--- src/axi_pkg.sv ---
/*
  Shared types for the AXI-Lite memory subsystem.
  Holds the AXI response encoding and the state encodings of the memory
  slave's write and read state machines. Files refer to these types by
  scoped names such as axi_pkg::resp_t.
*/
package axi_pkg;

  // AXI response codes with their bus encoding
  typedef enum logic [1:0] {
    OKAY   = 2'b00,
    EXOKAY = 2'b01,
    SLVERR = 2'b10,
    DECERR = 2'b11
  } resp_t;

  // Write channel states of the memory slave
  // W_HAVE_AW and W_HAVE_W mean that one half of the request is latched
  // and the slave still waits for the other half
  typedef enum logic [1:0] {
    W_IDLE    = 2'b00,
    W_HAVE_AW = 2'b01,
    W_HAVE_W  = 2'b10,
    W_RESP    = 2'b11
  } wr_state_t;

  // Read channel states of the memory slave
  typedef enum logic {
    R_IDLE = 1'b0,
    R_RESP = 1'b1
  } rd_state_t;

endpackage
--- src/axi_lite_to_axi.sv ---
/*
  AXI-Lite to single-beat AXI converter.
  Address, data and response paths are combinational and add no latency.
  Every accepted write or read is tagged with a rolling ID, one counter per
  direction, and address acceptance stops while MAX_TXNS transactions of
  that direction are outstanding. A response whose ID does not match the
  oldest outstanding ID is turned into SLVERR.
*/
`timescale 1ns/1ps
module axi_lite_to_axi #(
  parameter int ADDR_WIDTH = 32,
  parameter int DATA_WIDTH = 32,
  parameter int ID_WIDTH   = 4,
  parameter int MAX_TXNS   = 2
) (
  input  logic                      clk,
  input  logic                      arst_n,
  // AXI-Lite slave side
  input  logic [ADDR_WIDTH-1:0]     aw_addr,
  input  logic [2:0]                aw_prot,
  input  logic                      aw_valid,
  output logic                      aw_ready,
  input  logic [DATA_WIDTH-1:0]     w_data,
  input  logic [DATA_WIDTH/8-1:0]   w_strb,
  input  logic                      w_valid,
  output logic                      w_ready,
  output axi_pkg::resp_t            b_resp,
  output logic                      b_valid,
  input  logic                      b_ready,
  input  logic [ADDR_WIDTH-1:0]     ar_addr,
  input  logic [2:0]                ar_prot,
  input  logic                      ar_valid,
  output logic                      ar_ready,
  output logic [DATA_WIDTH-1:0]     r_data,
  output axi_pkg::resp_t            r_resp,
  output logic                      r_valid,
  input  logic                      r_ready,
  // AXI master side
  output logic [ADDR_WIDTH-1:0]     m_aw_addr,
  output logic [2:0]                m_aw_prot,
  output logic [ID_WIDTH-1:0]       m_aw_id,
  output logic                      m_aw_valid,
  input  logic                      m_aw_ready,
  output logic [DATA_WIDTH-1:0]     m_w_data,
  output logic [DATA_WIDTH/8-1:0]   m_w_strb,
  output logic                      m_w_valid,
  input  logic                      m_w_ready,
  input  logic [ID_WIDTH-1:0]       m_b_id,
  input  axi_pkg::resp_t            m_b_resp,
  input  logic                      m_b_valid,
  output logic                      m_b_ready,
  output logic [ADDR_WIDTH-1:0]     m_ar_addr,
  output logic [2:0]                m_ar_prot,
  output logic [ID_WIDTH-1:0]       m_ar_id,
  output logic                      m_ar_valid,
  input  logic                      m_ar_ready,
  input  logic [ID_WIDTH-1:0]       m_r_id,
  input  logic [DATA_WIDTH-1:0]     m_r_data,
  input  axi_pkg::resp_t            m_r_resp,
  input  logic                      m_r_valid,
  output logic                      m_r_ready
);

  localparam int CNT_W = $clog2(MAX_TXNS + 1);

  // Issue counters hold the ID that the next request will carry
  logic [ID_WIDTH-1:0] wr_id_q, rd_id_q;
  logic [CNT_W-1:0]    wr_outstanding, rd_outstanding;
  logic                wr_full, rd_full;
  logic                aw_hs, b_hs, ar_hs, r_hs;
  logic [ID_WIDTH-1:0] wr_exp_id, rd_exp_id;

  assign wr_full = (wr_outstanding >= CNT_W'(MAX_TXNS));
  assign rd_full = (rd_outstanding >= CNT_W'(MAX_TXNS));

  // A full direction hides the request from the slave and stalls the master
  assign m_aw_addr  = aw_addr;
  assign m_aw_prot  = aw_prot;
  assign m_aw_id    = wr_id_q;
  assign m_aw_valid = aw_valid && !wr_full;
  assign aw_ready   = m_aw_ready && !wr_full;

  // Write data is not counted, so it passes straight through
  assign m_w_data  = w_data;
  assign m_w_strb  = w_strb;
  assign m_w_valid = w_valid;
  assign w_ready   = m_w_ready;

  assign m_ar_addr  = ar_addr;
  assign m_ar_prot  = ar_prot;
  assign m_ar_id    = rd_id_q;
  assign m_ar_valid = ar_valid && !rd_full;
  assign ar_ready   = m_ar_ready && !rd_full;

  assign aw_hs = m_aw_valid && m_aw_ready;
  assign ar_hs = m_ar_valid && m_ar_ready;
  assign b_hs  = m_b_valid && b_ready;
  assign r_hs  = m_r_valid && r_ready;

  // Responses come back in order, so the oldest one in flight was issued
  // as many IDs ago as there are outstanding transactions
  assign wr_exp_id = wr_id_q - ID_WIDTH'(wr_outstanding);
  assign rd_exp_id = rd_id_q - ID_WIDTH'(rd_outstanding);

  assign b_valid   = m_b_valid;
  assign b_resp    = (m_b_id == wr_exp_id) ? m_b_resp : axi_pkg::SLVERR;
  assign m_b_ready = b_ready;

  assign r_valid   = m_r_valid;
  assign r_data    = m_r_data;
  assign r_resp    = (m_r_id == rd_exp_id) ? m_r_resp : axi_pkg::SLVERR;
  assign m_r_ready = r_ready;

  always_ff @(posedge clk or negedge arst_n) begin
    if (!arst_n) begin
      wr_id_q        <= '0;
      rd_id_q        <= '0;
      wr_outstanding <= '0;
      rd_outstanding <= '0;
    end else begin
      if (aw_hs) begin
        wr_id_q <= wr_id_q + 1'b1;
      end
      if (ar_hs) begin
        rd_id_q <= rd_id_q + 1'b1;
      end
      // An issue and a retire in the same cycle leave the count unchanged
      if (aw_hs && !b_hs) begin
        wr_outstanding <= wr_outstanding + 1'b1;
      end else if (!aw_hs && b_hs) begin
        wr_outstanding <= wr_outstanding - 1'b1;
      end
      if (ar_hs && !r_hs) begin
        rd_outstanding <= rd_outstanding + 1'b1;
      end else if (!ar_hs && r_hs) begin
        rd_outstanding <= rd_outstanding - 1'b1;
      end
    end
  end

endmodule

--- config.mk ---
export PLATFORM = sky130hd
export DESIGN_NAME = axi_lite_to_axi
export DESIGN_NICKNAME = d
export VERILOG_FILES = /design/src/axi_pkg.sv /design/src/axi_lite_to_axi.sv
export SDC_FILE = /design/constraint.sdc
export NUM_CORES = 1
export LEC_CHECK = 0
export BUFFER_PORTS_ARGS = -buffer_cell sky130_fd_sc_hd__buf_2
export CAP_MARGIN = 20
export CORE_AREA = 2 2 123 125
export DETAILED_ROUTE_END_ITERATION = 7
export DIE_AREA = 0 0 125 127
export PLACE_DENSITY_LB_ADDON = 0.08
export SLEW_MARGIN = 0
export SYNTH_ARGS = -nofsm -noshare
export SYNTH_HDL_FRONTEND = slang
export SYNTH_SLANG_ARGS = --single-unit
--- constraint.sdc ---
create_clock -name clk -period 3.9 [get_ports clk]
set_clock_uncertainty 0.2 [all_clocks]
set_input_delay 0.585 -clock clk [delete_from_list [all_inputs] [get_ports clk]]
set_output_delay 0.585 -clock clk [all_outputs]
set_load 0.03 [all_outputs]
==> results_tabular.tex <==
\begin{tabular}{lr}
\hline
Metric & Value \\
\hline
\multicolumn{2}{l}{\textbf{Place}} \\
\quad Half-perimeter wire length after placement & 2841 microns \\
\quad Final Wtd Congestion & just over 0.6 \\
\quad Count of port buffers added during placement & between 40 and 50 \\
\multicolumn{2}{l}{\textbf{Pwr}} \\
\quad Switching power & about 0.00053 W \\
\quad Relative contribution of sequential cells to total power & 0.249 \\
\quad Pwr dens & roughly 830 mW/mm\^{}2 \\
\quad Cell internal power dissipation & approximately 0.00060 W \\
\quad Switching share of power & 0.4667 \\
\quad Maximum resistive drop on vdd & roughly 0.21 mV \\
\quad Leakage power summed over all cells & 0.5963 nW \\
\quad Clock power share & 0.166 \\
\quad Fraction of power consumed by combinational cells & 0.585 \\
\multicolumn{2}{l}{\textbf{Routing}} \\
\quad Count of TritonRoute iterations in the first routing pass & 4 \\
\quad Routed length per placed instance & around 11 microns \\
\quad Total wire length after detailed routing & $\sim$3400 microns \\
\quad Number of nets still failing antenna checks after routing & 0 \\
\quad \# DRC & 0 \\
\quad First DRT Iteration DRCs & 12 \\
\quad Via-to-Cell Ratio & approximately 2.8 \\
\quad Via count & 873 \\
\multicolumn{2}{l}{\textbf{Timing}} \\
\quad Maximum clock frequency & 0.3183 GHz \\
\quad Transition at the pin with the smallest max-transition slack & 0.4033 ns \\
\quad Fin Setup TNS & 0 ns \\
\quad Setup-violating endpoint count in the final report & 0 \\
\quad Final Hold Fails & 0 \\
\quad Final period demand of the worst path & between 3 and 4 ns \\
\quad Total count of max-transition violations in the final report & 0 \\
\quad Rel. slew slack & 0.7289 \\
\quad Final-layout worst hold slack & about 0.038 ns \\
\quad Fraction of the cycle the final worst path needs & 0.8057 \\
\quad Setup repair after global routing missed its margin & false \\
\multicolumn{2}{l}{\textbf{Yosys}} \\
\quad Compound-gate portion of the synthesized area & 0.02508 \\
\quad Syn nets & 399 \\
\quad Leading cell type by number of instances after synthesis & sky130\_fd\_sc\_hd\_\_buf\_4 \\
\quad Most frequent cells after synthesis & 144 x sky130\_fd\_sc\_hd\_\_buf\_4, 14 x sky130\_fd\_sc\_hd\_\_xnor2\_1, 12 x sky130\_fd\_sc\_hd\_\_dfrtp\_1, 8 x sky130\_fd\_sc\_hd\_\_ha\_1 \\
\quad Number of flip-flops and latches in the synthesized netlist & 12 \\
\quad Share of cell area taken by muxes after synthesis & 0 \\
\quad Share of synthesized area occupied by flip-flops and latches & 0.1543 \\
\quad Yosys top cell by area & sky130\_fd\_sc\_hd\_\_buf\_4 \\
\quad Share of the synthesized area in the top cell type & 0.5556 \\
\quad Async set-reset flop share out of synthesis & 1.000 \\
\quad Synth cell types & 25 \\
\quad Top\_reg\_cell synth & sky130\_fd\_sc\_hd\_\_dfrtp\_1 \\
\quad Number of enable-type register cells in the synthesized netlist & 0 \\
\quad Synth Area in Adders & 0.07203 \\
\quad Post-Synth XOR/XNOR Area & 0.1016 \\
\quad Number of synthesis warnings & 0 \\
\quad Count of mapped cells out of synthesis & between 200 and 250 \\
\quad Simple-gate share of the synthesized area & 0.07395 \\
\quad Most area-consuming cells after synthesis & sky130\_fd\_sc\_hd\_\_buf\_4 56\%, sky130\_fd\_sc\_hd\_\_dfrtp\_1 15\%, sky130\_fd\_sc\_hd\_\_xnor2\_1 6.3\%, sky130\_fd\_sc\_hd\_\_ha\_1 5.1\%, sky130\_fd\_sc\_hd\_\_xor2\_1 2.7\% \\
\quad Post-Syn Area & 0.001946 sq mm \\
\quad Largest family of logic cells by synthesized area & buffers and inverters \\
\quad Average cell area after synthesis & around 8.6 sq um \\
\multicolumn{2}{l}{\textbf{Floorplan}} \\
\quad Top-level port count & between 300 and 400 \\
\quad DIE HEIGHT & $\sim$130 microns \\
\quad Die area & roughly 0.016 sq mm \\
\quad Initial Utilization & 0.1349 \\
\quad Number of rows in the core area & 44 \\
\quad Core footprint & between 0.01 and 0.015 sq mm \\
\quad Horiz. Die Dim & around 130 microns \\
\multicolumn{2}{l}{\textbf{Cells and area}} \\
\quad Layout overhead on the synthesized area & -29.71\% \\
\quad Net count, final & $\sim$300 \\
\quad Proportion of layout cells with a drive suffix above 1 & 0.3680 \\
\quad Filler Cells Inserted & 1,697 \\
\quad Antenna Cells & 0 \\
\multicolumn{2}{l}{\textbf{GRT}} \\
\quad Global Route met3 Usage & 0.02638 \\
\quad Global-route track usage on met1 & 0.03913 \\
\quad GRT Util Overall & 0.04247 \\
\quad First-pass GRT wire length & $\sim$5300 microns \\
\quad Number of antenna violations at the first check in global routing & 0 \\
\quad GRT Max-Usage Layer & met4 \\
\quad Global route overflow & 0 \\
\quad Vias in the first global route & between 900 and 1,000 \\
\quad Largest net degree at the start of global routing & 13 \\
\quad Met2 usage in global routing & 0.05595 \\
\multicolumn{2}{l}{\textbf{Setup path}} \\
\quad Crit Path Class & flop to output port \\
\quad Data arrival time of the critical path & $\sim$2.4 ns \\
\quad Maximum fanout along the worst path & 4 \\
\quad Critical path capture point type & output port \\
\quad Type of element launching the critical path & flop \\
\quad Worst endpoint required time & around 3.1 ns \\
\multicolumn{2}{l}{\textbf{Clocking}} \\
\quad Number of H-tree levels & 1 \\
\quad CTS Buffer Depth & 2 \\
\quad CTS clk-pin slew, worst paths & approximately 0.050 ns \\
\quad Clk sinks & 12 \\
\quad Clock tree from TritonCTS & yes \\
\quad Number of hold buffers added after CTS & 0 \\
\quad Resized cells post-CTS & 0 \\
\quad Total clock buffers created by CTS & 3 \\
\quad Source-to-sink clock delay at the later pin of the worst-skew pair & about 0.24 ns \\
\quad Count of buffers added by post-CTS timing repair for setup & 0 \\
\quad Root cell of the clock tree & sky130\_fd\_sc\_hd\_\_clkbuf\_16 \\
\multicolumn{2}{l}{\textbf{Flow run}} \\
\quad Max-capacitance violation count & 0 \\
\multicolumn{2}{l}{\textbf{Min path}} \\
\quad Class of the tightest hold or removal check & input pin to async pin \\
\multicolumn{2}{l}{\textbf{Run status}} \\
\quad Status & finished, final reports clean \\
\hline
\end{tabular}
-- metrics by stage --
step / cells / setup WS (ns) / area [sq um] / total power, W / utilization
4_1_cts: 309 / 0.7202 / 1368 / 0.001164 / 0.09481
3_5_place_dp: 306 / 0.9693 / 1292 / 0.0009662 / 0.08961
2_1_floorplan: 227 / 0.4257 / 1946 / 0.001041 / -
6_report: 309 / 0.7579 / 1368 / 0.001129 / 0.09481
3_3_place_gp: 306 / 1.013 / 1292 / 0.0009788 / 0.08961
5_1_grt: 309 / 0.5574 / 1368 / 0.001254 / 0.09481
-- critical path: stages (launching register included) --
cell and delay, ns:
sky130_fd_sc_hd__dfrtp_1 0.39, sky130_fd_sc_hd__inv_1 0.09, sky130_fd_sc_hd__ha_1 0.22, sky130_fd_sc_hd__fa_1 0.36, sky130_fd_sc_hd__xnor3_1 0.36, sky130_fd_sc_hd__nand3_1 0.09, sky130_fd_sc_hd__or4_1 0.40, sky130_fd_sc_hd__buf_2 0.19
-- kinds of logic (layout without fill, tap and decap cells) --
group | after synthesis | in the layout
simple gates | 25 | 25
fa+ha+maj | 10 | 10
buf+inv | 153 | 51
flops | 12 | 12
xor+xnor | 21 | 21
compound gates | 6 | 6
-- power groups by stage --
stage	logic (W)	registers (W)	clock network, W
6_report	0.000660	0.000282	0.000188
5_1_grt	0.000751	0.000302	0.000202
4_1_cts	0.000679	0.000289	0.000196
3_5_place_dp	0.000677	0.000289	0
3_3_place_gp	0.000688	0.000291	0
2_1_floorplan	0.000701	0.000341	0
-- worst paths after layout --
path	start	endpoint	slack, ns	cells past startpoint
worst max register to register	wr_outstanding[1]	wr_outstanding[1]	2.16	4
worst max-delay path	m_aw_id[0]	b_resp[1]	0.76	7
max in group asynchronous	arst_n	rd_outstanding[0]	3.21	1
min in group clk	m_aw_id[3]	m_aw_id[3]	0.32	1
worst min-delay path	arst_n	wr_outstanding[1]	0.04	1
worst min register to register	m_aw_id[3]	m_aw_id[3]	0.32	1
-- registers in the layout, indices dropped and copies added (netlist names) --
register        count
rd_outstanding      2
m_aw_id             4
wr_outstanding      2
m_ar_id             4
-- placed cells by master, fill, tap and decap left out --
master	count
sky130_fd_sc_hd__ha_1	8
sky130_fd_sc_hd__nand2b_1	1
sky130_fd_sc_hd__nor2b_1	5
sky130_fd_sc_hd__inv_1	7
sky130_fd_sc_hd__and3b_1	2
sky130_fd_sc_hd__nor4b_1	1
sky130_fd_sc_hd__a2111o_1	1
sky130_fd_sc_hd__nand2_1	7
sky130_fd_sc_hd__a2111oi_2	1
sky130_fd_sc_hd__o31ai_1	1
sky130_fd_sc_hd__nor2_1	3
sky130_fd_sc_hd__or4_4	1
sky130_fd_sc_hd__nand3_1	1
sky130_fd_sc_hd__fa_1	2
sky130_fd_sc_hd__xnor2_1	14
sky130_fd_sc_hd__or4_1	1
sky130_fd_sc_hd__clkbuf_16	3
sky130_fd_sc_hd__o21ai_0	2
sky130_fd_sc_hd__nand4_1	2
sky130_fd_sc_hd__a21oi_1	1
sky130_fd_sc_hd__dfrtp_1	12
sky130_fd_sc_hd__and3_1	1
sky130_fd_sc_hd__xor2_1	6
sky130_fd_sc_hd__buf_2	41
sky130_fd_sc_hd__xnor3_1	1
-- per-layer routing --
metal,routed length (microns),share of wire
met1,1141,0.33
met2,1323,0.39
met4,387,0.11
met5,0,0
met3,558,0.16
-- layout make-up --
class | instances | area (sq um) | share of cell area
multi-input combinational | 62 | 530.5 | 0.3879
sequential | 12 | 300.3 | 0.2196
inverter | 7 | 26.28 | 0.01921
clock buffer | 3 | 75.07 | 0.05489
tap | 184 | 230.2 | 0.1683
timing repair buffer | 41 | 205.2 | 0.1500
Note: power is estimated with default switching activity, not from simulation.
